[config.mk]
export PLATFORM = sky130hd
export DESIGN_NAME = rvv_exec
export DESIGN_NICKNAME = d
export VERILOG_FILES = /design/src/rvv_lite_pkg.sv /design/src/rvv_exec.sv
export VERILOG_INCLUDE_DIRS = /design/src
export SDC_FILE = /design/constraint.sdc
export NUM_CORES = 1
export LEC_CHECK = 0
export BUFFER_PORTS_ARGS = -buffer_cell sky130_fd_sc_hd__buf_2
export CAP_MARGIN = 20
export CORE_AREA = 2 2 305 307
export DETAILED_ROUTE_END_ITERATION = 12
export DIE_AREA = 0 0 307 309
export PLACE_DENSITY = 0.52
export SYNTH_ARGS = -nofsm -noshare
export SYNTH_HDL_FRONTEND = slang
export SYNTH_SLANG_ARGS = --single-unit
[constraint.sdc]
create_clock -name clk -period 5.4 [get_ports clk]
set_input_delay 0.27 -clock clk [delete_from_list [all_inputs] [get_ports clk]]
set_output_delay 0.27 -clock clk [all_outputs]
set_load 0.01 [all_outputs]
[src/rvv_lite_config.svh]
`ifndef RVV_LITE_CONFIG_SVH
`define RVV_LITE_CONFIG_SVH

////////////////////////////////////////
// Vector unit geometry.
////////////////////////////////////////

// Vector register width in bits.
`define RVV_VLEN 128

// Elements per register, also VLMAX.
`define RVV_ELEMS 4

// Architectural vector registers.
`define RVV_NREGS 32

////////////////////////////////////////
// Buffering.
////////////////////////////////////////

`define RVV_QDEPTH 4

`endif

[src/rvv_lite_pkg.sv]
`include "rvv_lite_config.svh"

package rvv_lite_pkg;

  ////////////////////////////////////////
  // Basic types.
  ////////////////////////////////////////

  typedef logic [4:0] reg_idx_t;
  typedef logic [`RVV_VLEN/`RVV_ELEMS-1:0] elem_t;
  typedef elem_t [`RVV_ELEMS-1:0] vreg_t;
  typedef logic [`RVV_ELEMS-1:0] elem_en_t;
  typedef logic [$clog2(`RVV_ELEMS+1)-1:0] vl_t;

  ////////////////////////////////////////
  // Encodings.
  ////////////////////////////////////////

  localparam logic [6:0] OP_V  = 7'b1010111;

  // funct3 categories.
  localparam logic [2:0] OPIVV = 3'b000;
  localparam logic [2:0] OPMVV = 3'b010;
  localparam logic [2:0] OPIVX = 3'b100;
  localparam logic [2:0] OPMVX = 3'b110;
  localparam logic [2:0] CFG   = 3'b111;

  localparam logic [5:0] F6_VADD     = 6'b000000;
  localparam logic [5:0] F6_VSUB     = 6'b000010;
  localparam logic [5:0] F6_VAND     = 6'b001001;
  localparam logic [5:0] F6_VOR      = 6'b001010;
  localparam logic [5:0] F6_VXOR     = 6'b001011;
  localparam logic [5:0] F6_VWXUNARY = 6'b010000;
  localparam logic [5:0] F6_VMV      = 6'b010111;

  typedef struct packed {
    logic [5:0] funct6;
    logic       vm;
    reg_idx_t   vs2;
    reg_idx_t   vs1;
    logic [2:0] funct3;
    reg_idx_t   vd;
    logic [6:0] opcode;
  } varith_t;

  // vsetvli layout.
  typedef struct packed {
    logic        zero;
    logic [10:0] zimm;
    reg_idx_t    rs1;
    logic [2:0]  funct3;
    reg_idx_t    rd;
    logic [6:0]  opcode;
  } vcfg_t;

  typedef union packed {
    varith_t arith;
    vcfg_t   cfg;
  } vinst_u;

  typedef struct packed {
    vinst_u      inst;
    logic [31:0] rs1_data;
  } vinst_entry_t;

  typedef struct packed {
    logic        illegal;
    logic        vd_we;
    reg_idx_t    vd;
    vreg_t       vd_data;
    logic        xrf_we;
    reg_idx_t    rd;
    logic [31:0] xrf_data;
  } retire_t;

endpackage

[src/rvv_exec.sv]
`timescale 1ns/1ns
`include "rvv_lite_config.svh"

module rvv_exec (
  input  logic                       clk,
  input  logic                       rst_n,
  input  logic                       q_valid,
  input  rvv_lite_pkg::vinst_entry_t q_entry,
  output logic                       q_ready,
  output rvv_lite_pkg::reg_idx_t     rd_addr_a,
  input  rvv_lite_pkg::vreg_t        rd_data_a,
  output rvv_lite_pkg::reg_idx_t     rd_addr_b,
  input  rvv_lite_pkg::vreg_t        rd_data_b,
  output rvv_lite_pkg::reg_idx_t     rd_addr_c,
  input  rvv_lite_pkg::vreg_t        rd_data_c,
  output logic                       wr_en,
  output rvv_lite_pkg::reg_idx_t     wr_addr,
  output rvv_lite_pkg::elem_en_t     wr_elem_en,
  output rvv_lite_pkg::vreg_t        wr_data,
  output logic                       ex_valid,
  output rvv_lite_pkg::retire_t      ex_rec,
  input  logic                       ex_ready,
  output rvv_lite_pkg::vl_t          vl
);
  import rvv_lite_pkg::*;

  vinst_u   inst;
  elem_t    xval;
  logic     fire;
  logic     is_cfg;
  logic     is_vwr;
  logic     is_mvxs;
  logic     use_x;
  vl_t      vl_next;
  elem_en_t elem_en;
  vreg_t    alu_res;
  vreg_t    merged;

  assign inst     = q_entry.inst;
  assign xval     = q_entry.rs1_data;
  assign fire     = q_valid && ex_ready;
  assign ex_valid = q_valid;
  assign q_ready  = ex_ready;

  ////////////////////////////////////////
  // Decode.
  ////////////////////////////////////////

  always_comb begin
    is_cfg  = 1'b0;
    is_vwr  = 1'b0;
    is_mvxs = 1'b0;
    use_x   = 1'b0;
    if (inst.arith.opcode == OP_V) begin
      if (inst.cfg.funct3 == CFG) begin
        is_cfg = !inst.cfg.zero;
      end else if (inst.arith.vm) begin
        case (inst.arith.funct3)
          OPIVV: is_vwr = inst.arith.funct6 inside {F6_VADD, F6_VSUB, F6_VAND, F6_VOR, F6_VXOR};
          OPIVX: begin
            use_x  = 1'b1;
            is_vwr = (inst.arith.funct6 == F6_VADD) ||
                     (inst.arith.funct6 == F6_VMV && inst.arith.vs2 == '0);
          end
          OPMVV: is_mvxs = (inst.arith.funct6 == F6_VWXUNARY) && (inst.arith.vs1 == '0);
          // vmv.s.x and friends are not supported.
          OPMVX: is_vwr = 1'b0;
          default: is_vwr = 1'b0;
        endcase
      end
    end
  end

  assign vl_next = (xval > `RVV_ELEMS) ? vl_t'(`RVV_ELEMS) : vl_t'(xval);

  ////////////////////////////////////////
  // Element ALU.
  ////////////////////////////////////////

  always_comb begin
    elem_t opnd;
    for (int e = 0; e < `RVV_ELEMS; e++) begin
      opnd = use_x ? xval : rd_data_a[e];
      case (inst.arith.funct6)
        F6_VADD: alu_res[e] = rd_data_b[e] + opnd;
        F6_VSUB: alu_res[e] = rd_data_b[e] - opnd;
        F6_VAND: alu_res[e] = rd_data_b[e] & opnd;
        F6_VOR:  alu_res[e] = rd_data_b[e] | opnd;
        F6_VXOR: alu_res[e] = rd_data_b[e] ^ opnd;
        default: alu_res[e] = opnd;
      endcase
      elem_en[e] = (e < int'(vl));
      merged[e]  = elem_en[e] ? alu_res[e] : rd_data_c[e];
    end
  end

  assign rd_addr_a  = inst.arith.vs1;
  assign rd_addr_b  = inst.arith.vs2;
  assign rd_addr_c  = inst.arith.vd;
  assign wr_en      = fire && is_vwr;
  assign wr_addr    = inst.arith.vd;
  assign wr_elem_en = elem_en;
  assign wr_data    = alu_res;

  always_comb begin
    ex_rec         = '0;
    ex_rec.illegal = !(is_cfg || is_vwr || is_mvxs);
    if (is_vwr) begin
      ex_rec.vd_we   = 1'b1;
      ex_rec.vd      = inst.arith.vd;
      ex_rec.vd_data = merged;
    end
    if (is_cfg) begin
      ex_rec.xrf_we   = 1'b1;
      ex_rec.rd       = inst.cfg.rd;
      ex_rec.xrf_data = 32'(vl_next);
    end
    if (is_mvxs) begin
      ex_rec.xrf_we   = 1'b1;
      ex_rec.rd       = inst.arith.vd;
      ex_rec.xrf_data = rd_data_b[0];
    end
  end

  always_ff @(posedge clk) begin
    if (!rst_n) begin
      vl <= '0;
    end else if (fire && is_cfg) begin
      vl <= vl_next;
    end
  end

  // Stalled queue head must hold still.
  a_head_held: assert property (@(posedge clk) disable iff (!rst_n)
    (q_valid && !ex_ready) |=> (q_valid && $stable(q_entry)));

endmodule

## Word level (Yosys, flattened, before mapping)

Index checks and enable logic that the tools add are counted.

| operators by class | value |
|---|---|
| $add $sub $neg | 8 |
| bitwise gates (word level) | 12 |
| $lt $le $gt $ge | 5 |
| reductions and logical operators | 15 |
| multiplexer cells | 30 |
| equal/unequal tests | 10 |

Operator list:

| kind | number |
|---|---|
| $pmux 32 s5 | 4 |
| $mux 32 | 8 |
| $mux 134 | 1 |
| $add 32x32->32 | 4 |
| $and 32x32->32 | 4 |
| $or 32x32->32 | 4 |
| $sub 32x32->32 | 4 |
| $xor 32x32->32 | 4 |
| $mux 38 | 2 |
| $gt 32x3->1 const B | 1 |
| $eq 6x4->1 const B | 3 |
| $mux 1 | 13 |
| $eq 6x5->1 const B | 2 |
| $logic_not 5->1 | 2 |
| $eq 7x7->1 const B | 1 |
| $eq 3x3->1 const B | 2 |
| $eq 6x2->1 const B | 1 |
| $logic_not 6->1 | 1 |
| $lt 1x3->1 const A | 2 |
| $lt 2x3->1 const A | 2 |
| $logic_and 1x1->1 | 5 |
| $reduce_bool 5->1 | 1 |
| $eq 3x2->1 const B | 1 |
| $logic_not 3->1 | 1 |
| 4 further kinds | 7 |

| storage, ports and cells | value |
|---|---|
| word-level logic and storage cells | 81 |
| output and inout bits | 331 |
| register bits | 3 |
| bits of input ports | 452 |

## Longest topological paths before layout

| logic depth | value |
|---|---|
| depth in word-level cells | 10 |
| mapped depth | 25 |
| gate-level depth less buffers | 22 |

## Least setup slack after synthesis

Ideal clock, no wire load.

| path | value |
|---|---|
| path type | input to output |
| start point | in q_entry[44] (netlist bit) |
| end point | out ex_rec[162] (netlist bit) |
| slack | -0.339 ns |
| data required time | 5.130 ns |
| cell stages on the path | 23 |
| path buffers | 6 |
| data arrival time | 5.469 ns |
| cell sequence | and4bb_1 and3_4 clkbuf_1 buf_2 clkbuf_1 clkbuf_1 clkbuf_1 buf_1 a21oi_1 o31ai_1 xnor2_1 ha_1 nor2b_1 o31a_1 o31ai_1 nand2_1 o31ai_1 o31ai_1 a211o_1 a2111oi_0 a41oi_1 o21ai_1 o21a_1 |

RTL lines:

| item | line | RTL |
|---|---|---|
| from (decl) | rvv_exec.sv:8 | `input rvv_lite_pkg::vinst_entry_t q_entry,` |
| to (decl) | rvv_exec.sv:21 | `output rvv_lite_pkg::retire_t ex_rec,` |

==> results.ini <==
[yosys]
syn-num-nets = 4188
synth_compound_area_frac = 0.302
synth.most_common_cell = ha_1
synth.largest_area_cell = ha_1
yosys.area_share.adder = 0.226
synth-xor-area-share = 0.0883
synth_cells = 3352
yosys-top-cells-count = ha_1, nand2_1, inv_1
synth_top_family_by_area = compound AO/OA/AOI/OAI gates
synth_area_mm2 = 0.0214
synth-edff-count = 0
ys_ff_latch = 3
yosys.area.top_type_share = 0.222
synth_cell_types = 84
async_reset_ff_frac = 0
ys_top_cells_by_area = ha_1, a21oi_1, xnor2_1
synthSimpleGateAreaFrac = 0.235
yosysWarnings = 0
avgSynthCellArea_um2 = 6.39
synth.area.mux_share = 0.0426
synth_ff_type = dfxtp_1
seq_area_frac_synth = 0.00280

[run]
maxCapViolations = 0

[layout]
reg_top3 = vl: 3 flops
area_growth_pct = 43.1
fin_cells = 5602
regArea_um2 = 61.3
fin_nets = 5222
multi_input_area_mm2 = 0.0201
final_layout_size_suffix_gt1_frac = 0.331
num-fill-cells = 10200
regMostFlops = vl
largest_reg_flops = 3

[power_and_ir_drop]
irDropWorstVdd_uv = 75.4
powerDensity_mw_per_mm2 = 86.5
p_leak_nw = 16.3

[floorplanning]
die_h_um = 309
row_count = 111
dieArea_mm2 = 0.0949
io_pins = 783
core-area_mm2 = 0.0914
die_x_um = 307
initial_core_util = 0.234

[worst_setup_path]
critPathMostFrequentCell = buf_6
path_class = primary input to output port
cp-end-kind = output port
critPathLaunchType = primary input
cpMaxStageDelayCell = mux2_4
crit_arrival_ns = 5.09
critPathMaxStageDelay_ns = 0.37
crit_fanout = 5
cp_data_required_time_ns = 5.13

[grt]
grt_usage = 0.271
grt_pass1_vias = 26800
antenna_found_initial = 82
grt_max_degree = 144
grt_pass1_wl_um = 189000
grt_overflow_total = 0

[sta]
hold_viol = 0
setup_viol = 0
relSlewSlack = 0.330
clock_skew_ns = 0
setup-tns-final_ns = 0
holdWs_ns = 0.309
drv_slew = 0
rsz0062_at_grt = yes
min_period_ns = 5.36
max_freq_mhz = 187
fin_crit_sh = 0.993
tightest_slew_ns = 1.00

[cts]
clock_latency_ns = 0.22
cts_tree = done
cts_buffers = 3
cts.clk_slew.worst_paths_ns = 0.03
cts_root_buf = clkbuf_16
clock_sinks = 3
htree_levels = 1
clockBufferDepth = 2

[place]
gp_congestion = 0.962
portBuffers = 782
dp_hpwl_um = 114000
dp.cells = 5551

[status]
outcome = finished, final reports clean

[route]
wl_um = 137000
drtAntennaViolNets = 0
first_iter_violations = 1767
drc = 0
post_drt_wl_per_cell_um = 24.5
vias = 29000
viasPerCell = 5.17
drt-pass1-iter-count = 5

[worst_hold_path]
hold_path.class = primary input to flip-flop

-- per-stage QoR --
| step | area (µm²) | total power, mW | util | setup slack (ns) |
|---|---|---|---|---|
| floorplan | 21400 | 1.39 | - | 0.0402 |
| global placement | 29500 | 2.39 | 0.323 | -0.279 |
| detailed placement | 29500 | 2.40 | 0.323 | -0.235 |
| CTS | 29800 | 2.55 | 0.326 | 0.00534 |
| global route | 30600 | 2.90 | 0.335 | -0.153 |
| finish | 30700 | 2.65 | 0.335 | 0.0385 |
-- path summary, 6_finish.rpt --
path / start / end / slack, ns / depth (start not counted)
setup reg to reg: vl[2]$_SDFFE_PN0P_ / vl[2]$_SDFFE_PN0P_ / 3.60 / 4
setup / recovery: q_entry[44] / ex_rec[101] / 0.04 / 25
hold reg to reg: vl[0]$_SDFFE_PN0P_ / vl[0]$_SDFFE_PN0P_ / 0.64 / 2
hold / removal: rst_n / vl[2]$_SDFFE_PN0P_ / 0.31 / 2
-- kinds of logic (layout without fill, tap and decap cells) --
kind of cell / Yosys count / after routing
adder cells (fa/ha/maj): 384 / 384
other: 0 / 31
flip-flops: 3 / 3
buffers and inverters: 562 / 1595
AO/OA/AOI/OAI: 1011 / 1011
AND/OR/NAND/NOR: 1085 / 1085
XOR/XNOR: 216 / 216
multiplexers: 91 / 91
-- layer usage --
metal	global-route usage	part of all wire	vias to the layer above
li1	-	-	13900
met1	0.337	0.42	13700
met2	0.461	0.47	1078
met3	0.0688	0.078	234
met4	0.0783	0.031	84
met5	0	0.0040	-
-- cells in the final DEF (no fill, tap or decap), drive strengths merged, types with 6 or more instances in the layout --
cell	instances
a31oi	28
nand3	30
o22ai	20
o211a	15
o31ai	18
ha	380
o21a	18
or3	28
diode	31
a311oi	12
a21oi	318
o21bai	10
o211ai	6
nand2b	51
nand4	9
mux2i	89
or2	15
a22oi	119
a22o	9
o31a	7
nor2b	15
o21ai	205
nor2	331
a21o	71
and2	75
xor2	41
or4	15
inv	356
nor4	22
a211o	8
nor3	124
nand2	333
and3	13
buf	1234
a221o	10
o221ai	68
xnor2	175
o41ai	8
a211oi	22
-- cell type report --
class / count / area share
diodes: 31 / 0.00253
clock buffers: 4 / 0.00257
inverters: 357 / 0.0437
multi-input cells: 2787 / 0.655
flip-flops and latches: 3 / 0.00200
well taps: 1186 / 0.0484
repair buffers: 1234 / 0.246
-- critical path, delay by kind of cell --
kind | cells | cell delay [ns]
AOI/OAI and AO/OA | 8 | 1.69
xor gates and xnor gates | 2 | 0.21
adders and majority gates | 1 | 0.35
buffers and inverters | 5 | 0.63
muxes | 1 | 0.37
and+or+nand+nor | 8 | 1.52
-- power breakdown --
group	internal, mW	switching, mW
clock network	0.0974	0.0197
registers	0.0223	0.000000586
logic	1.11	1.40
total	1.23	1.42
-- timing repair --
action	CTS	global route
endpoints found under the setup margin	41	82
setup buffers	5	12
resized for setup	29	175
pin swaps	10	47
hold buffers	0	0
No activity file was read; power rests on OpenSTA's default activity.
