==> config.mk <==
export PLATFORM = sky130hd
export DESIGN_NAME = rvv_inst_queue
export DESIGN_NICKNAME = d
export VERILOG_FILES = /design/src/rvv_lite_pkg.sv /design/src/rvv_inst_queue.sv
export VERILOG_INCLUDE_DIRS = /design/src
export SDC_FILE = /design/constraint.sdc
export NUM_CORES = 1
export LEC_CHECK = 0
export BUFFER_PORTS_ARGS = -buffer_cell sky130_fd_sc_hd__buf_2
export CAP_MARGIN = 20
export CORE_MARGIN = 3
export CORE_UTILIZATION = 60
export CTS_CLUSTER_DIAMETER = 150
export DETAILED_ROUTE_END_ITERATION = 7
export HOLD_SLACK_MARGIN = 0.02
export PLACE_DENSITY_LB_ADDON = 0.08
export SLEW_MARGIN = 20
export SYNTH_ARGS = -nofsm -noshare
export SYNTH_HDL_FRONTEND = slang
export SYNTH_SLANG_ARGS = --single-unit
export TNS_END_PERCENT = 10
==> constraint.sdc <==
create_clock -name clk -period 6.8 [get_ports clk]
set_clock_uncertainty 0.1 [all_clocks]
set_input_delay 1.02 -clock clk [delete_from_list [all_inputs] [get_ports clk]]
set_output_delay 1.02 -clock clk [all_outputs]
set_load 0.02 [all_outputs]
==> src/rvv_lite_config.svh <==
`ifndef RVV_LITE_CONFIG_SVH
`define RVV_LITE_CONFIG_SVH

////////////////////////////////////////
// Vector unit geometry.
////////////////////////////////////////

// Vector register width in bits.
`define RVV_VLEN 128

// Elements per register, also VLMAX.
`define RVV_ELEMS 4

// Architectural vector registers.
`define RVV_NREGS 32

////////////////////////////////////////
// Buffering.
////////////////////////////////////////

`define RVV_QDEPTH 4

`endif

==> src/rvv_lite_pkg.sv <==
`include "rvv_lite_config.svh"

package rvv_lite_pkg;

  ////////////////////////////////////////
  // Basic types.
  ////////////////////////////////////////

  typedef logic [4:0] reg_idx_t;
  typedef logic [`RVV_VLEN/`RVV_ELEMS-1:0] elem_t;
  typedef elem_t [`RVV_ELEMS-1:0] vreg_t;
  typedef logic [`RVV_ELEMS-1:0] elem_en_t;
  typedef logic [$clog2(`RVV_ELEMS+1)-1:0] vl_t;

  ////////////////////////////////////////
  // Encodings.
  ////////////////////////////////////////

  localparam logic [6:0] OP_V  = 7'b1010111;

  // funct3 categories.
  localparam logic [2:0] OPIVV = 3'b000;
  localparam logic [2:0] OPMVV = 3'b010;
  localparam logic [2:0] OPIVX = 3'b100;
  localparam logic [2:0] OPMVX = 3'b110;
  localparam logic [2:0] CFG   = 3'b111;

  localparam logic [5:0] F6_VADD     = 6'b000000;
  localparam logic [5:0] F6_VSUB     = 6'b000010;
  localparam logic [5:0] F6_VAND     = 6'b001001;
  localparam logic [5:0] F6_VOR      = 6'b001010;
  localparam logic [5:0] F6_VXOR     = 6'b001011;
  localparam logic [5:0] F6_VWXUNARY = 6'b010000;
  localparam logic [5:0] F6_VMV      = 6'b010111;

  typedef struct packed {
    logic [5:0] funct6;
    logic       vm;
    reg_idx_t   vs2;
    reg_idx_t   vs1;
    logic [2:0] funct3;
    reg_idx_t   vd;
    logic [6:0] opcode;
  } varith_t;

  // vsetvli layout.
  typedef struct packed {
    logic        zero;
    logic [10:0] zimm;
    reg_idx_t    rs1;
    logic [2:0]  funct3;
    reg_idx_t    rd;
    logic [6:0]  opcode;
  } vcfg_t;

  typedef union packed {
    varith_t arith;
    vcfg_t   cfg;
  } vinst_u;

  typedef struct packed {
    vinst_u      inst;
    logic [31:0] rs1_data;
  } vinst_entry_t;

  typedef struct packed {
    logic        illegal;
    logic        vd_we;
    reg_idx_t    vd;
    vreg_t       vd_data;
    logic        xrf_we;
    reg_idx_t    rd;
    logic [31:0] xrf_data;
  } retire_t;

endpackage

==> src/rvv_inst_queue.sv <==
`timescale 1ns/1ns
`include "rvv_lite_config.svh"

module rvv_inst_queue (
  input  logic                       clk,
  input  logic                       rst_n,
  input  logic                       inst_valid,
  input  rvv_lite_pkg::vinst_entry_t inst,
  output logic                       inst_ready,
  output logic                       q_valid,
  output rvv_lite_pkg::vinst_entry_t q_entry,
  input  logic                       q_ready
);
  import rvv_lite_pkg::*;

  localparam int PTR_W = (`RVV_QDEPTH > 1) ? $clog2(`RVV_QDEPTH) : 1;
  localparam int CNT_W = $clog2(`RVV_QDEPTH + 1);

  vinst_entry_t     mem [`RVV_QDEPTH];
  logic [PTR_W-1:0] wr_ptr;
  logic [PTR_W-1:0] rd_ptr;
  logic [CNT_W-1:0] count;
  logic             push;
  logic             pop;

  function automatic logic [PTR_W-1:0] ptr_inc(input logic [PTR_W-1:0] p);
    ptr_inc = (p == PTR_W'(`RVV_QDEPTH - 1)) ? '0 : p + 1'b1;
  endfunction

  assign inst_ready = (count != CNT_W'(`RVV_QDEPTH));
  assign q_valid    = (count != '0);
  assign q_entry    = mem[rd_ptr];
  assign push       = inst_valid && inst_ready;
  assign pop        = q_valid && q_ready;

  always_ff @(posedge clk) begin
    if (!rst_n) begin
      wr_ptr <= '0;
      rd_ptr <= '0;
      count  <= '0;
    end else begin
      if (push) begin
        wr_ptr <= ptr_inc(wr_ptr);
      end
      if (pop) begin
        rd_ptr <= ptr_inc(rd_ptr);
      end
      case ({push, pop})
        2'b10:   count <= count + 1'b1;
        2'b01:   count <= count - 1'b1;
        default: count <= count;
      endcase
    end
  end

  always_ff @(posedge clk) begin
    if (push) begin
      mem[wr_ptr] <= inst;
    end
  end

  // Full and not draining, so nothing may land.
  a_no_write_full: assert property (@(posedge clk) disable iff (!rst_n)
    (!inst_ready && !pop) |=> ($stable(wr_ptr) && !inst_ready));

endmodule

Word level (Yosys, flattened, before mapping):

Memories as Yosys holds them, arrays and structs flattened. A register that Yosys moved wholly into a read port is not among the register bits.
Index checks and enable logic that the tools add are counted.

* RAM bits: 256
* logic and storage cells: 24
* flip-flop bits (word level): 7
* output and inout bits: 66
* memories: 1
* bits of input ports: 68

* mux-type cells: 7
* $add $sub $neg: 4
* reduce and logical (&&, ||, !) cells: 4
* eq/ne operators: 5

Memory list
* mem: depth 4, bits a word 64, rd ports 1, clocked after Yosys merged registers in 1, wr ports 1, line rvv_inst_queue.sv:19 `` vinst_entry_t mem [`RVV_QDEPTH]; ``

Operators by type and width (count)
* 2-bit 2-to-1 mux: 4
* 2-bit == test (second input constant): 3
* 3-bit case mux with 2 select lines: 1
* 2-bit by 1-bit adder with 2-bit output (second input constant): 2
* 3-bit by 1-bit adder with 3-bit output (second input constant): 1
* 3-bit inequality test (second input constant): 1
* 3-bit nonzero test: 1
* 3-bit by 1-bit subtractor with 3-bit output (second input constant): 1
* 2-bit by 1-bit == test with 1-bit output (second input constant): 1
* 1-bit logical AND: 2
* 1-bit 2-to-1 mux: 2
* 2-bit nonzero test: 1

Logic depth before layout (Yosys ltp):

Gate-level depths: netlist of the first run.

* depth after elaboration: 4
* gate-level depth with buffers: 10
* mapped depth without buffers: 9

Least setup slack after synthesis of the first run:

No wires, ideal clock.

* kind: input to register
* start: in inst_valid
* end: mem mem[3][0] (netlist name) (enable)
* cell stages on the path: 1
* arrival time: 2.575 ns
* setup time: 0.429 ns
* data required time: 6.271 ns
* buffers on the path: 0
* path slack: 3.696 ns
* cell sequence: and3_1

* longest elaborated chain between the ends: 3

RTL lines
* from (decl): line rvv_inst_queue.sv:7 `input logic inst_valid,`
* 1-bit logical AND: line rvv_inst_queue.sv:33 `assign push = inst_valid && inst_ready;`
* 1-bit 2-to-1 mux: line rvv_inst_queue.sv:57 `if (push) begin`
* 1-bit 2-to-1 mux (implied by the code): line rvv_inst_queue.sv:58 `mem[wr_ptr] <= inst;`
* to (decl): line rvv_inst_queue.sv:19

No other way between the ends.

==> results of run 1 <==
==> path summary, 6_finish.rpt <==
path | endpoint | slack, ns | start | cells after the start
max | q_entry[54] | 2.91 | register | 3
min | wr_ptr[1] | 0.40 | wr_ptr[1] | 2
max reg2reg | count[2] | 4.16 | count[1] | 9
min reg2reg | wr_ptr[1] | 0.40 | wr_ptr[1] | 2
==> cells by family after synthesis <==
logic type | Yosys count | synth area share [%]
fa+ha+maj | 7 | 0.979
mux | 65 | 14.9
compound gates | 7 | 0.412
simple gates | 21 | 1.24
flops | 265 | 81.0
xor+xnor | 2 | 0.180
buf+inv | 23 | 1.22
==> through the flow <==
| stage | util (%) | area (um^2) | cells |
|---|---|---|---|
| after floorplan | - | 9710 | 390 |
| after global placement | 68.1 | 10600 | 719 |
| after detailed placement | 68.1 | 10600 | 719 |
| after CTS | 73.6 | 11400 | 767 |
| after global routing | 73.6 | 11400 | 767 |
| final | 73.6 | 11400 | 768 |
==> power by group <==
group          switching [W]  internal [W]  total (W)
combinational       0.000526      0.000417   0.000942
sequential          0.000105       0.00197    0.00208
clock               0.000550      0.000876    0.00143
==> worst min-delay path: cells and delay by family, from the launching register on <==
kind / cells / cell delay (ns)
flip-flops: 1 / 0.34
multiplexers: 1 / 0.05
AND/OR/NAND/NOR: 1 / 0.06
==> cell type report <==
type	instances	share of cell area (%)
clock buffers	35	6.17
clock inverters	13	1.38
repair buffers	134	5.88
flip-flops and latches	265	68.8
diodes	1	0.0219
well taps	211	2.31
inverters	7	0.230
multi-input cells	102	15.2
==> sequential cells by signal, summed over array words and instances (netlist names), named ones only <==
register and count:
count 3, mem 256, rd_ptr 2, wr_ptr 2
==> cell usage after synthesis <==
master      n
xnor2_1     1
ha_1        6
xor2_1      1
nand2_1     6
or3_2       2
nand4_1     1
o31ai_1     1
fa_1        1
buf_4       6
clkbuf_1    2
and2_4      1
and3_1      1
a21boi_1    1
buf_6       1
mux2i_1     1
buf_2       2
and3_2      3
o21ai_1     1
mux4_2     64
nor2_1      2
dfxtp_1     9
buf_1       5
edfxtp_1  256
and2_1      2
or3b_1      1
nand3_1     2
inv_1       7
o21ai_0     4
==> per-layer routing <==
layer  GRT usage, %  up-vias  share of wire, %  wire (um)
met5              0        -              0.32         52
met4           4.80       10               1.7        277
met3           5.17       33               7.2       1170
met2           30.8      135                49       8040
met1           26.0     2286                41       6710
li1               -     1950                 -          -
==> qor.yml, run 1 <==
outcome: "finished clean"
vias: 4414
nets: 611
synth_area_um2: 9710
setup_viol: 0
critical-path-max-stage-delay_ns: 0.74
hold_path.class: "register to register"
path_buf_inv: 2
hpwl_um: 9130
numCtsBuffers: 26
synth.avg_cell_area_um2: 24.9
htree_levels: 1
cts_hold_buf: 0
slowest_stage: "dfxtp_4"
finalSetupTns_ns: 0
worst_skew_pair.late_latency_ns: 0.50
drive_gt1_share_pct: 43.3
whs_ns: 0.396
crit_family: "buffers and inverters"
cp.arrival_ns: 2.77
peakVddDrop_mv: 0.385
tightest_slew_ns: 0.990
syn2layout_area_growth_pct: 17.9
dp_slack_ns: 3.31
routabilityCongestion: 0.714
clock-sinks: 265
grt_max_degree: 65
path_clk_slew_ns: 0.06
end_kind: "primary output"
synth_cells: 390
power_density_nw_per_um2: 388
yosysSeqAreaShare_pct: 81.0
layout_commonest_cell: "edfxtp_1"
synth-warning-count: 0
core_area_um2: 15500
cts_setup_buffers: 0
power_w: 0.00444
antenna_found_initial: 6
io_buffers: 133
drv_slew: 0
grt_pass1_vias: 4700
drv_cap: 0
dieWidth_um: 133
ant_nets: 0
drc_errors: 0
die_area_um2: 17700
start_kind: "register"
fin_ws_ns: 2.91
ys_types: 28
p_leak_nw: 3.85
syn_nets: 465
wirelength_um: 16300
fin_crit_ns: 3.89
cts_resized: 0
period_share_pct: 57.2
clock.fmax_ghz: 0.257
start_util_pct: 62.5
rows: 45
drtPass1Iterations: 6
crit_type: "register to primary output"
max_slew_margin_pct: 34.0
fill_cells: 910
io_pins: 134
grt_pass1_wl_um: 25800
clockBufferDepth: 3
vias_per_cell: 5.75
synthTopCellsByArea: "edfxtp_1, mux4_2, dfxtp_1"
regArea_um2: 7880
grt_usage_pct: 18.9
critical_path_required_ns: 5.68
mostFrequentLayoutCells: "edfxtp_1, buf_2, mux4_2, clkbuf_16, clkbuf_1"
synth_top_area_share_pct: 79.2
rsz0062_at_grt: "no"
wl_per_cell_um: 21.2
multiInputGateArea_um2: 1740
drtIter0Drc: 297
die_y_um: 133
grt_overflow_total: 0
crit_fanout: 34
cp_cell_sequence: "buf_4 > mux4_2 > buf_2"
netlist.top_cell.by_area: "edfxtp_1"
finalHoldViolCount: 0
ys_ff_latch: 265
cts_tree: "yes"
cts-root-buf: "clkbuf_16"
(Power assumes the default switching activity.)
==> run 2: changes to the inputs <==
--- a/config.mk
+++ b/config.mk
@@ -6,10 +6,11 @@
 export SDC_FILE = /design/constraint.sdc
 export NUM_CORES = 1
 export LEC_CHECK = 0
+export ABC_AREA = 1
 export BUFFER_PORTS_ARGS = -buffer_cell sky130_fd_sc_hd__buf_2
 export CAP_MARGIN = 20
 export CORE_MARGIN = 3
-export CORE_UTILIZATION = 60
+export CORE_UTILIZATION = 51
 export CTS_CLUSTER_DIAMETER = 150
 export DETAILED_ROUTE_END_ITERATION = 7
 export HOLD_SLACK_MARGIN = 0.02
==> constraint.sdc (replaced) <==
create_clock -name clk -period 3.2 [get_ports clk]
set_clock_uncertainty 0.1 [all_clocks]
set_input_delay 0.48 -clock clk [delete_from_list [all_inputs] [get_ports clk]]
set_output_delay 0.48 -clock clk [all_outputs]
set_load 0.02 [all_outputs]
==> qor.yml, run 2 <==
critical-path-max-stage-delay_ns: 0.50
synth_common_cells: "edfxtp_1, nor2_1, o21ai_0"
synthTopCellsByArea: "edfxtp_1, nor2_1, o22ai_1"
wirelength_um: 20600
fin_crit_ns: 2.85
ys_types: 21
tightest_slew_ns: 0.701
crit_fanout: 61
slowest_stage: "inv_4"
layoutNonFillerInstCount: 1106
htree_levels: 1
utilization_pct: 62.3
yosysSeqAreaShare_pct: 78.8
cts_tree: "yes"
end_kind: "primary output"
drv_cap: 0
netlist.top_cell.by_area: "edfxtp_1"
drtPass1Iterations: 6
grt_max_degree: 71
syn_nets: 763
cts_setup_buffers: 0
io_buffers: 133
core_area_um2: 19000
dieWidth_um: 146
path_clk_slew_ns: 0.06
power_density_nw_per_um2: 881
yosysMostFrequentCell: "edfxtp_1"
antenna_found_initial: 4
grt_pass1_wl_um: 33000
ant_nets: 0
p_leak_nw: 4.20
vias_per_cell: 5.46
placedCellCount: 1057
synth-warning-count: 0
crit_family: "buffers and inverters"
cts_resized: 0
cp.depth: 5
grt_pass1_vias: 6169
whs_ns: 0.0745
die_y_um: 146
r2r_cells: 5
insertedDiodeCount: 0
worst_skew_pair.late_latency_ns: 0.51
numCtsBuffers: 27
cp.arrival_ns: 2.27
drv_slew: 0
rows: 50
drtIter0Drc: 386
rsz0062_at_grt: "no"
synthArstFlopShare_pct: 0
synth_edf_count: 256
top_register: "mem"
grt_usage_pct: 19.3
finalHoldViolCount: 0
clock-sinks: 265
synth_area_um2: 9990
die_area_um2: 21300
wl_per_cell_um: 18.7
clock.fmax_ghz: 0.351
start_util_pct: 52.7
hold_path.class: "input port to register"
crit_type: "register to primary output"
peakVddDrop_mv: 0.541
synth_cells: 688
hpwl_um: 11900
nets: 901
syn2layout_area_growth_pct: 18.3
cts-root-buf: "clkbuf_16"
path_buf_inv: 3
ys.flop_type: "edfxtp_1"
outcome: "finished clean"
whs_path_depth: 1
clockBufferDepth: 3
drive_gt1_share_pct: 23.4
vias: 6038
cp_cell_sequence: "inv_4 > buf_4 > nor2_1 > o22ai_1 > buf_2"
routabilityCongestion: 0.727
synth_top_area_share_pct: 77.0
critical_path_required_ns: 2.62
setup_viol: 0
synth.avg_cell_area_um2: 14.5
max_slew_margin_pct: 53.2
cts_hold_buf: 0
layout_commonest_cell: "edfxtp_1"
period_share_pct: 89.0
io_pins: 134
largest_registers: "mem (256), count (3)"
largest_register_ffs: 256
start_kind: "register"
mostFrequentLayoutCells: "edfxtp_1, nor2_1, buf_2, o21ai_0, o22ai_1"
fill_cells: 1469
drc_errors: 0
grt_overflow_total: 0
ys_ff_latch: 265
-- run 2: metal layers --
| layer | wire [um] | global-route usage [%] | up-vias | share of wire [%] |
|---|---|---|---|---|
| met5 | 42 | 0 | - | 0.20 |
| met4 | 284 | 4.37 | 8 | 1.4 |
| met3 | 1420 | 5.20 | 29 | 6.9 |
| met2 | 9950 | 31.8 | 165 | 48 |
| met1 | 8940 | 26.1 | 2977 | 43 |
| li1 | - | - | 2859 | - |
-- run 2: power breakdown --
part / internal (W) / leakage [nW] / switching [W]
clock network: 0.00196 / 0.452 / 0.00121
logic: 0.000879 / 1.33 / 0.00206
registers: 0.00417 / 2.42 / 0.000126
total: 0.00701 / 4.20 / 0.00339
-- run 2: layout make-up --
class | instances | area [um^2] | share of cell area (%)
inverter | 17 | 66.3 | 0.561
clock buffer | 36 | 749 | 6.34
timing repair buffer | 150 | 831 | 7.03
tap | 260 | 325 | 2.75
clock inverter | 13 | 166 | 1.41
sequential | 265 | 7870 | 66.6
multi-input combinational | 365 | 1800 | 15.3
-- run 2: final timing paths --
check | start | end | slack, ns
worst max-delay path | register | q_entry[33] | 0.35
worst min-delay path | inst[5] | mem[0][5] | 0.07
worst max register to register | count[1] | mem[0][23] | 0.94
worst min register to register | rd_ptr[0] | register | 0.45
-- run 2: kinds of logic after synthesis --
family,Yosys count,share of synthesized area [%]
AOI/OAI and AO/OA,197,10.7
adders and majority gates,7,0.952
DFF,265,78.8
and+or+nand+nor,161,6.12
buffers and inverters,58,3.49
-- run 2: stage by stage --
step	cell area (um^2)	power (W)	setup WS, ns	TNS [ns]
after detailed placement	10900	0.00733	0.878	0
after global placement	10900	0.00726	0.883	0
after CTS	11800	0.0105	0.311	0
after floorplan	9990	0.00637	-0.859	-219.96
final	11800	0.0104	0.352	0
after global routing	11800	0.0110	0.218	0
