==> config.mk <==
export PLATFORM = sky130hd
export DESIGN_NAME = rvv_retire
export DESIGN_NICKNAME = d
export VERILOG_FILES = /design/src/rvv_lite_pkg.sv /design/src/rvv_retire.sv
export VERILOG_INCLUDE_DIRS = /design/src
export SDC_FILE = /design/constraint.sdc
export NUM_CORES = 1
export LEC_CHECK = 0
export ABC_AREA = 1
export BUFFER_PORTS_ARGS = -buffer_cell sky130_fd_sc_hd__buf_2
export CAP_MARGIN = 10
export CELL_PAD_IN_SITES_DETAIL_PLACEMENT = 1
export CELL_PAD_IN_SITES_GLOBAL_PLACEMENT = 1
export CORE_AREA = 2 2 137 139
export DETAILED_ROUTE_END_ITERATION = 12
export DIE_AREA = 0 0 139 141
export GPL_ROUTABILITY_DRIVEN = 0
export PLACE_DENSITY_LB_ADDON = 0.25
export SLEW_MARGIN = 10
export SYNTH_ARGS = -nofsm -noshare
export SYNTH_HDL_FRONTEND = slang
export SYNTH_SLANG_ARGS = --single-unit
==> constraint.sdc <==
create_clock -name clk -period 20.2 [get_ports clk]
set_clock_uncertainty 0.2 [all_clocks]
set_input_delay 4.04 -clock clk [delete_from_list [all_inputs] [get_ports clk]]
set_output_delay 4.04 -clock clk [all_outputs]
set_load 0.005 [all_outputs]
==> src/rvv_lite_config.svh <==
`ifndef RVV_LITE_CONFIG_SVH
`define RVV_LITE_CONFIG_SVH

////////////////////////////////////////
// Vector unit geometry.
////////////////////////////////////////

// Vector register width in bits.
`define RVV_VLEN 128

// Elements per register, also VLMAX.
`define RVV_ELEMS 4

// Architectural vector registers.
`define RVV_NREGS 32

////////////////////////////////////////
// Buffering.
////////////////////////////////////////

`define RVV_QDEPTH 4

`endif

==> src/rvv_lite_pkg.sv <==
`include "rvv_lite_config.svh"

package rvv_lite_pkg;

  ////////////////////////////////////////
  // Basic types.
  ////////////////////////////////////////

  typedef logic [4:0] reg_idx_t;
  typedef logic [`RVV_VLEN/`RVV_ELEMS-1:0] elem_t;
  typedef elem_t [`RVV_ELEMS-1:0] vreg_t;
  typedef logic [`RVV_ELEMS-1:0] elem_en_t;
  typedef logic [$clog2(`RVV_ELEMS+1)-1:0] vl_t;

  ////////////////////////////////////////
  // Encodings.
  ////////////////////////////////////////

  localparam logic [6:0] OP_V  = 7'b1010111;

  // funct3 categories.
  localparam logic [2:0] OPIVV = 3'b000;
  localparam logic [2:0] OPMVV = 3'b010;
  localparam logic [2:0] OPIVX = 3'b100;
  localparam logic [2:0] OPMVX = 3'b110;
  localparam logic [2:0] CFG   = 3'b111;

  localparam logic [5:0] F6_VADD     = 6'b000000;
  localparam logic [5:0] F6_VSUB     = 6'b000010;
  localparam logic [5:0] F6_VAND     = 6'b001001;
  localparam logic [5:0] F6_VOR      = 6'b001010;
  localparam logic [5:0] F6_VXOR     = 6'b001011;
  localparam logic [5:0] F6_VWXUNARY = 6'b010000;
  localparam logic [5:0] F6_VMV      = 6'b010111;

  typedef struct packed {
    logic [5:0] funct6;
    logic       vm;
    reg_idx_t   vs2;
    reg_idx_t   vs1;
    logic [2:0] funct3;
    reg_idx_t   vd;
    logic [6:0] opcode;
  } varith_t;

  // vsetvli layout.
  typedef struct packed {
    logic        zero;
    logic [10:0] zimm;
    reg_idx_t    rs1;
    logic [2:0]  funct3;
    reg_idx_t    rd;
    logic [6:0]  opcode;
  } vcfg_t;

  typedef union packed {
    varith_t arith;
    vcfg_t   cfg;
  } vinst_u;

  typedef struct packed {
    vinst_u      inst;
    logic [31:0] rs1_data;
  } vinst_entry_t;

  typedef struct packed {
    logic        illegal;
    logic        vd_we;
    reg_idx_t    vd;
    vreg_t       vd_data;
    logic        xrf_we;
    reg_idx_t    rd;
    logic [31:0] xrf_data;
  } retire_t;

endpackage

==> src/rvv_retire.sv <==
`timescale 1ns/1ns

module rvv_retire (
  input  logic                  clk,
  input  logic                  rst_n,
  input  logic                  ex_valid,
  input  rvv_lite_pkg::retire_t ex_rec,
  output logic                  ex_ready,
  output logic                  rt_valid,
  output rvv_lite_pkg::retire_t rt_rec,
  input  logic                  rt_ready
);

  // Take a new record when empty or being drained.
  assign ex_ready = !rt_valid || rt_ready;

  always_ff @(posedge clk) begin
    if (!rst_n) begin
      rt_valid <= 1'b0;
    end else if (ex_ready) begin
      rt_valid <= ex_valid;
    end
  end

  always_ff @(posedge clk) begin
    if (ex_valid && ex_ready) begin
      rt_rec <= ex_rec;
    end
  end

  ////////////////////////////////////////
  // Checks.
  ////////////////////////////////////////

  a_hold_stalled: assert property (@(posedge clk) disable iff (!rst_n)
    (rt_valid && !rt_ready) |=> (rt_valid && $stable(rt_rec)));

  // Illegal records never carry a write.
  a_illegal_quiet: assert property (@(posedge clk) disable iff (!rst_n)
    (rt_valid && rt_rec.illegal) |-> (!rt_rec.vd_we && !rt_rec.xrf_we));

endmodule

# Yosys cells after proc, flatten, opt, wreduce, memory -nomap -nowiden
# Index checks and enable logic that the tools add are counted.
[word_totals] ff_bits=174 out_inout_bits=175 word_cells=14
[op_classes] reduce_logical=3
[op_table] operator="$logic_and A1 B1 Y1" count=1
[op_table] operator="$logic_not A1 Y1" count=1
[op_table] operator="$logic_or A1 B1 Y1" count=1

# Longest topological paths before layout
# Gate-level depths: netlist (run 1).
[depth] word_depth=3 ltp_mapped=3 depth_no_buf=3

# Least setup slack after synthesis (run 1)
# No wires, ideal clock.
[synth_timing] kind="in2reg" start="in ex_valid" end="reg rt_rec[0] in the netlist's numbering, enable pin" setup_ns=0.763 arrival_ns=12.415 t_required_ns=19.237 setup_slack_ns=6.822 stages=2 n_path_buf=0 cell_sequence="inv_1 a21oi_1"
[synth_via] elab_chain_cells=1
[synth_lines] element="from (decl)" line_no="rvv_retire.sv:6" source="input logic ex_valid,"
[synth_lines] element="$logic_and A1 B1 Y1" line_no="rvv_retire.sv:26" source="if (ex_valid && ex_ready) begin"
[synth_lines] element="to (signal assigned)" line_no="rvv_retire.sv:27" source="rt_rec <= ex_rec;"
[synth_lines] element="to (decl)" line_no="rvv_retire.sv:10" source="output rvv_lite_pkg::retire_t rt_rec,"
# Every way passes these cells.
# A chain may end at the register's enable or synchronous reset.

# Final worst setup path (run 1)
[layout_timing] start="in rt_ready" end="out ex_ready"
[layout_via] elab_chain_cells=1
[layout_lines] element="from (decl)" line_no="rvv_retire.sv:11" source="input logic rt_ready"
[layout_lines] element="$logic_or A1 B1 Y1" line_no="rvv_retire.sv:15" source="assign ex_ready = !rt_valid || rt_ready;"
[layout_lines] element="to (decl)" line_no="rvv_retire.sv:8" source="output logic ex_ready,"
# Every way passes these cells.

==> results of run 1 <==
critical path, cell delays in order:
cell	delay (ps)
buf_2	100
inv_2	70
nand2_2	60
buf_2	130
area by class of cell:
class                           count  area (sq um)  share of cell area
Inverter                            3          11.3             0.00142
Timing Repair Buffer              353          1770               0.224
Clock inverter                     12           163              0.0205
Multi-Input combinational cell      3          31.3             0.00395
Antenna cell                        1          2.50            0.000316
Clock buffer                       20           437              0.0551
Sequential cell                   174          5220               0.658
Tap cell                          234           293              0.0369
cells in the mapped netlist (all sizes together):
master	number	area, sq um
a21oi	2	13.8
nand2	1	6.26
edfxtp	173	5190
dfxtp	1	20.0
inv	3	11.3
layout by cell type (no fill, tap or decap), drive strengths merged:
cell	Yosys	final
clkinv	0	1
inv	3	7
bufinv	0	3
nand2	1	1
clkbuf	0	20
buf	0	353
dfxtp	1	1
edfxtp	173	173
a21oi	2	2
diode	0	1
clkinvlp	0	4
sequential cells by signal, indices dropped and copies added, names as in the netlist:
| name | flops |
|---|---|
| rt_rec | 173 |
| rt_valid | 1 |
cell families (layout without fill, tap and decap cells):
logic type,after synthesis,after routing
compound gates,2,2
simple gates,1,1
flops,174,174
buf+inv,3,388
other cells,0,1
where the power goes:
| group | internal, uW | switching, uW | total [uW] |
|---|---|---|---|
| clock | 197 | 138 | 334 |
| combinational | 24.8 | 25.8 | 50.6 |
| sequential | 423 | 5.00 | 428 |
metal layers:
metal	share of wire	global-route usage	vias to the layer above
met5	0.00093	0	-
met4	0.027	0.0712	2
met3	0.10	0.0632	34
met2	0.51	0.232	227
met1	0.36	0.153	1576
li1	-	-	1478
how the worst min path moves through the flow:
stage,startpoint,slack [ps],cells after the start,to
finish,rt_valid$_SDFFE_PN0P_,330,2,rt_valid$_SDFFE_PN0P_
global route,rt_valid$_SDFFE_PN0P_,360,2,rt_valid$_SDFFE_PN0P_
CTS,rt_valid$_SDFFE_PN0P_,340,2,rt_valid$_SDFFE_PN0P_
detailed placement,rt_valid$_SDFFE_PN0P_,330,2,rt_valid$_SDFFE_PN0P_
global placement,rt_valid$_SDFFE_PN0P_,320,2,rt_valid$_SDFFE_PN0P_
floorplan,rt_valid$_SDFFE_PN0P_,300,2,rt_valid$_SDFFE_PN0P_
through the flow:
stage / total power, uW / instances / setup WS, ps / hold slack [ps]
floorplan: 452 / 180 / 6820 / 295
global placement: 485 / 767 / 11560 / 319
detailed placement: 488 / 767 / 11560 / 326
CTS: 824 / 799 / 11560 / 341
global route: 844 / 800 / 11540 / 362
finish: 812 / 800 / 11560 / 334
==> impl_metrics.ini, run 1 <==
[worst_setup_path]
cp-startpoint = rt_ready
reg2reg_slack_ps = 16630
r2r_cells = 3
r2r_end = rt_rec[111]$_DFFE_PP_
worst_ep_arrival_time_ps = 4400
path_class = primary input to primary output
worstPathMaxFanout = 2
timing.critical_path.required_ps = 15960
regToRegStartpoint = rt_valid$_SDFFE_PN0P_
cp-end-kind = primary output
worstSetupStartpointType = primary input
critPathCapture = ex_ready

[yosys]
muxShareOfSynthArea = 0
synthDistinctLibCells = 7
synth_top_family_by_area = compound AO/OA/AOI/OAI gates
synth.avg_cell_area_sq_um = 29.1
synthesis.nets = 357
yosysSeqAreaShare = 0.994
synth_area_sq_um = 5250
synth-simple-area-share = 0.00119
synth-xor-area-share = 0
synthesis.instances = 180
synth_compound_area_frac = 0.00262
synth-seq-cells = 174
synth_adder_area_share = 0
yosys_warnings = 0

[sta]
fmax_mhz = 116
worst_pin_slew_ps = 1010
period_minus_slack_ps = 8640
setup_tns_ps = 0
drv_slew = 0
hold_viol = 0
finalCritPeriodShare = 0.428
finalSetupViolations = 0
rsz0062_at_grt = no
slew_headroom = 0.328

[clocking]
cts.sinks = 174
htree_num_levels = 4
clockBufferDepth = 2
cts.repair.resized = 0
path_clk_slew_ps = 70
postCtsSetupBuffers = 0
cts_tree = built
cts.hold.buffers_added = 0
clk_latency_ps = 420
cts_buffers = 17
cts-root-buf = clkbuf_16

[detailed_routing]
drt-wirelength-per-cell_um = 17.4
drtIter0Drc = 119
first_pass_iters = 4
vias = 3317
final_antenna_net_count = 0
vias_per_cell = 4.15
drt_wl_total_mm = 13.9
drc = 0

[die]
start_util = 0.287
fp.dieH_um = 141
die_w_um = 139
die_area_sq_um = 19600
num_rows = 50
core_area_sq_um = 18300
pin_count = 352

[run_status]
status = finished, final reports clean

[final_layout]
fillCellCount = 1895
fin_nets = 729
area_growth_pct = 51.0
design_area_sq_um = 7920
drive_gt1_frac = 0.683
final_core_util = 0.434

[run]
max-cap-violations = 0

[power]
power.leakage_uw = 0.00337
ir_drop_mv = 0.0542
power.density_nw_per_um2 = 103

[min_path]
worst_hold_path_type = register to register

[placement]
postPlaceCellArea_sq_um = 7320
place_hpwl_mm = 10.7
portBuffers = 351

[global_routing]
grt_pass1_vias = 3606
grt_overflow = 0
grt_pass1_wl_mm = 20.5
antenna_found_initial = 2
grt_max_degree = 74
grt_use_total = 0.140
No activity file was read; power rests on OpenSTA's default activity.
==> inputs of run 2 (changes only) <==
==> constraint.sdc (replaced) <==
create_clock -name clk -period 8.6 [get_ports clk]
set_clock_uncertainty 0.2 [all_clocks]
set_input_delay 1.72 -clock clk [delete_from_list [all_inputs] [get_ports clk]]
set_output_delay 1.72 -clock clk [all_outputs]
set_load 0.005 [all_outputs]
==> impl_metrics.ini, run 2 (synthesized netlist as in run 1, its figures left out) <==
[run_status]
status = finished, final reports clean

[detailed_routing]
wl_met1_mm = 4.71
drt_wl_total_mm = 13.7
drc = 0
first_pass_iters = 4
drtIter0Drc = 114
final_antenna_net_count = 0
wl_met3_mm = 1.39
drt-wirelength-per-cell_um = 17.2
wl_met2_mm = 7.28
vias_per_cell = 4.11
vias = 3290
top_layer_used = met5

[global_routing]
antenna_found_initial = 2
grt_max_degree = 91
grt_use_total = 0.138
grt_overflow = 0
grt_pass1_vias = 3581
grt_pass1_wl_mm = 20.0

[placement]
pre_cts_ws_ps = 4530
placed_cells = 767
place_hpwl_mm = 10.5
portBuffers = 351

[clocking]
clockBufferDepth = 2
cts.hold.buffers_added = 0
cts-root-buf = clkbuf_16
cts_buffers = 17
path_clk_slew_ps = 60
clk_latency_ps = 420
postCtsSetupBuffers = 0
cts.repair.resized = 0
htree_num_levels = 4
cts_tree = built
cts.sinks = 174

[sta]
slew_headroom = 0.259
finalSetupViolations = 0
setup_slack_ps = 4600
finalCritPeriodShare = 0.465
period_minus_slack_ps = 4000
setup_tns_ps = 0
hold_viol = 0
rsz0062_at_grt = no
worst_pin_slew_ps = 1110
drv_slew = 0
fmax_mhz = 250
timing.hold.ws_ps = 329

[power]
ir_drop_mv = 0.126
power.density_nw_per_um2 = 235
power.total_uw = 1850
power.leakage_uw = 0.00336

[worst_setup_path]
cp_slowest_stage_delay_ps = 130
worst_ep_arrival_time_ps = 2080
cp-startpoint = rt_ready
cpMaxStageDelayCell = buf_2
timing.critical_path.required_ps = 6680
worstSetupStartpointType = primary input
worstPathMaxFanout = 2
crit_chain = buf_2 > inv_2 > nand2_2 > buf_2
cp_common_cell = buf_2
path_class = primary input to primary output
cp-end-kind = primary output
r2r_cells = 2
regToRegStartpoint = rt_valid$_SDFFE_PN0P_
reg2reg_slack_ps = 6040
r2r_end = rt_rec[136]$_DFFE_PP_

[final_layout]
largest_register = rt_rec
mostFrequentLayoutCell = buf_2
fin_nets = 729
area_growth_pct = 50.3
final_cell_mix = 351 x buf_2, 173 x edfxtp_1, 17 x clkbuf_16, 4 x clkinv_1
fin_cells = 800
drive_gt1_frac = 0.676
reg_top3 = rt_rec: 173 flops, rt_valid: 1 flops
largest_reg_flops = 173

[min_path]
hold_path_depth = 2
hold_end = rt_valid$_SDFFE_PN0P_
worst_hold_path_type = register to register
hp-start = rt_valid$_SDFFE_PN0P_

[run]
max-cap-violations = 0

[die]
num_rows = 50
die_w_um = 139
core_area_sq_um = 18300
die_area_sq_um = 19600
pin_count = 352
start_util = 0.287
fp.dieH_um = 141
[run 2: cell types whose count changed in the layout (fill, tap and decap cells not counted), sizes merged]
cell      previous run  this run
clkinv               1         8
inv                  7         3
clkinvlp             4         2
bufinv               3         2
[run 2: where the power goes]
| group | internal, uW | switching, uW |
|---|---|---|
| clock | 424 | 306 |
| combinational | 58.3 | 59.6 |
| sequential | 993 | 11.9 |
| total | 1480 | 377 |
[run 2: layout make-up]
class / instances / area (sq um)
diodes: 1 / 2.50
clock buffers: 20 / 437
clock inverters: 12 / 121
fillers: 1918 / 10400
inverters: 3 / 11.3
multi-input cells: 3 / 31.3
flip-flops and latches: 174 / 5220
well taps: 234 / 293
repair buffers: 353 / 1770
[run 2: worst max-delay path by stage]
stage                                        to  slack, ps  depth (start not counted)
final                                  ex_ready       4600                          4
after global routing                   ex_ready       4570                          4
after CTS                              ex_ready       4600                          4
after detailed placement  rt_rec[164]$_DFFE_PP_       4530                          4
after global placement                 ex_ready       4610                          4
after floorplan             rt_rec[0]$_DFFE_PP_       1130                          2
[run 2: layer usage]
layer / track usage / up-vias
met5: 0 / -
met3: 0.0639 / 28
met4: 0.0627 / 2
met2: 0.245 / 216
met1: 0.139 / 1572
li1: - / 1472
[run 2: through the flow]
stage,instance area [sq um],util
after global routing,7880,0.432
final,7880,0.432
after CTS,7880,0.431
after floorplan,5250,-
after global placement,7320,0.401
after detailed placement,7320,0.401
[run 2: worst max-delay path, delay by kind of cell]
family	cells	cell delay, ps
buffers and inverters	3	300
and+or+nand+nor	1	60
==> inputs of run 3 (changes only) <==
==> constraint.sdc (replaced) <==
create_clock -name clk -period 4.1 [get_ports clk]
set_clock_uncertainty 0.2 [all_clocks]
set_input_delay 0.82 -clock clk [delete_from_list [all_inputs] [get_ports clk]]
set_output_delay 0.82 -clock clk [all_outputs]
set_load 0.005 [all_outputs]
==> impl_metrics.ini, run 3 (synthesized netlist as in run 1, its figures left out) <==
[worst_setup_path]
worstSetupStartpointType = primary input
reg2reg_slack_ps = 2190
cp-end-kind = primary output
timing.critical_path.required_ps = 3080
r2r_cells = 2
r2r_end = rt_rec[65]$_DFFE_PP_
regToRegStartpoint = rt_valid$_SDFFE_PN0P_
path_class = primary input to primary output
worstPathMaxFanout = 2
worst_ep_arrival_time_ps = 1210

[global_routing]
grt_pass1_wl_mm = 20.6
grt_overflow = 0
grt_max_degree = 50
antenna_found_initial = 3
grt_pass1_vias = 3519
grt_use_total = 0.143

[run]
max-cap-violations = 0

[die]
num_rows = 50
fp.dieH_um = 141
pin_count = 352
core_area_sq_um = 18300
start_util = 0.287
die_area_sq_um = 19600
die_w_um = 139

[min_path]
hold_path_depth = 2
hp-start = rt_valid$_SDFFE_PN0P_
worst_hold_path_type = register to register
hold_end = rt_valid$_SDFFE_PN0P_

[sta]
finalSetupViolations = 0
hold_viol = 0
drv_slew = 0
rsz0062_at_grt = no
slew_headroom = 0.467
worst_pin_slew_ps = 798
fmax_mhz = 448
period_minus_slack_ps = 2230
timing.hold.ws_ps = 334
setup_tns_ps = 0
finalCritPeriodShare = 0.544

[power]
power.density_nw_per_um2 = 480
ir_drop_mv = 0.262
power.leakage_uw = 0.00339

[final_layout]
area_growth_pct = 51.7
fin_nets = 737
fin_cells = 808
drive_gt1_frac = 0.688
final_cell_mix = 351 x buf_2, 173 x edfxtp_1, 17 x clkbuf_16, 7 x buf_4, 5 x clkinvlp_4
reg_top3 = rt_rec: 173 flops, rt_valid: 1 flops
mostFrequentLayoutCell = buf_2
largest_register = rt_rec
final_core_util = 0.436
design_area_sq_um = 7960
largest_reg_flops = 173

[clocking]
cts.sinks = 174
cts_tree = built
cts.hold.buffers_added = 0
cts.repair.resized = 0
clockBufferDepth = 2
cts-root-buf = clkbuf_16
cts_buffers = 17
postCtsSetupBuffers = 0
clk_latency_ps = 420
path_clk_slew_ps = 70
htree_num_levels = 4

[detailed_routing]
drtIter0Drc = 131
drt-wirelength-per-cell_um = 17.6
vias = 3285
drt_wl_total_mm = 14.2
vias_per_cell = 4.07
first_pass_iters = 4
final_antenna_net_count = 0
drc = 0

[placement]
placed_cells = 775
postPlaceCellArea_sq_um = 7430
portBuffers = 351
place_hpwl_mm = 11.2

[run_status]
status = finished, final reports clean
## run 3: cell types whose count changed in the layout (fill, tap and decap cells not counted), sizes merged
| cell | before | now |
|---|---|---|
| buf | 353 | 361 |
| clkinvlp | 2 | 5 |
| clkinv | 8 | 4 |
| bufinv | 2 | 0 |
| inv | 3 | 7 |
| clkbuf | 20 | 19 |
## run 3: stage by stage
stage | power (uW) | setup WS (ps)
after detailed placement | 2420 | 1470
after global placement | 2410 | 1490
after floorplan | 2200 | -216
after global routing | 3980 | 1850
final | 3820 | 1870
after CTS | 3880 | 1860
## run 3: power by group
part	internal (uW)	switching (uW)
clock	776	672
combinational	135	130
sequential	2080	25.2
## run 3: layer usage
metal,track usage,vias up,part of all wire
met5,0,-,0.00092
met4,0.0675,2,0.026
met3,0.0656,29,0.10
met2,0.246,213,0.52
met1,0.151,1552,0.35
li1,-,1489,-
## run 3: worst max-delay path by stage
stage / startpoint / endpoint / slack [ps] / cells after the start
after floorplan: rt_ready / rt_rec[0]$_DFFE_PP_ / -220 / 2
after global placement: rt_ready / rt_rec[147]$_DFFE_PP_ / 1490 / 4
after detailed placement: rt_ready / rt_rec[105]$_DFFE_PP_ / 1470 / 4
after CTS: rt_ready / ex_ready / 1860 / 4
after global routing: rt_ready / ex_ready / 1850 / 4
final: rt_ready / ex_ready / 1870 / 4
## run 3: critical path: stages
cell and delay, ps:
buf_2 150, inv_12 60, nand2_2 50, buf_2 130
## run 3: final cells by class
| cell class | instances | area, sq um |
|---|---|---|
| Fill cell | 1910 | 10300 |
| Sequential cell | 174 | 5220 |
| Timing Repair Buffer | 361 | 1870 |
| Clock buffer | 19 | 433 |
| Tap cell | 234 | 293 |
| Clock inverter | 13 | 90.1 |
| Multi-Input combinational cell | 3 | 31.3 |
| Inverter | 3 | 23.8 |
| Antenna cell | 1 | 2.50 |
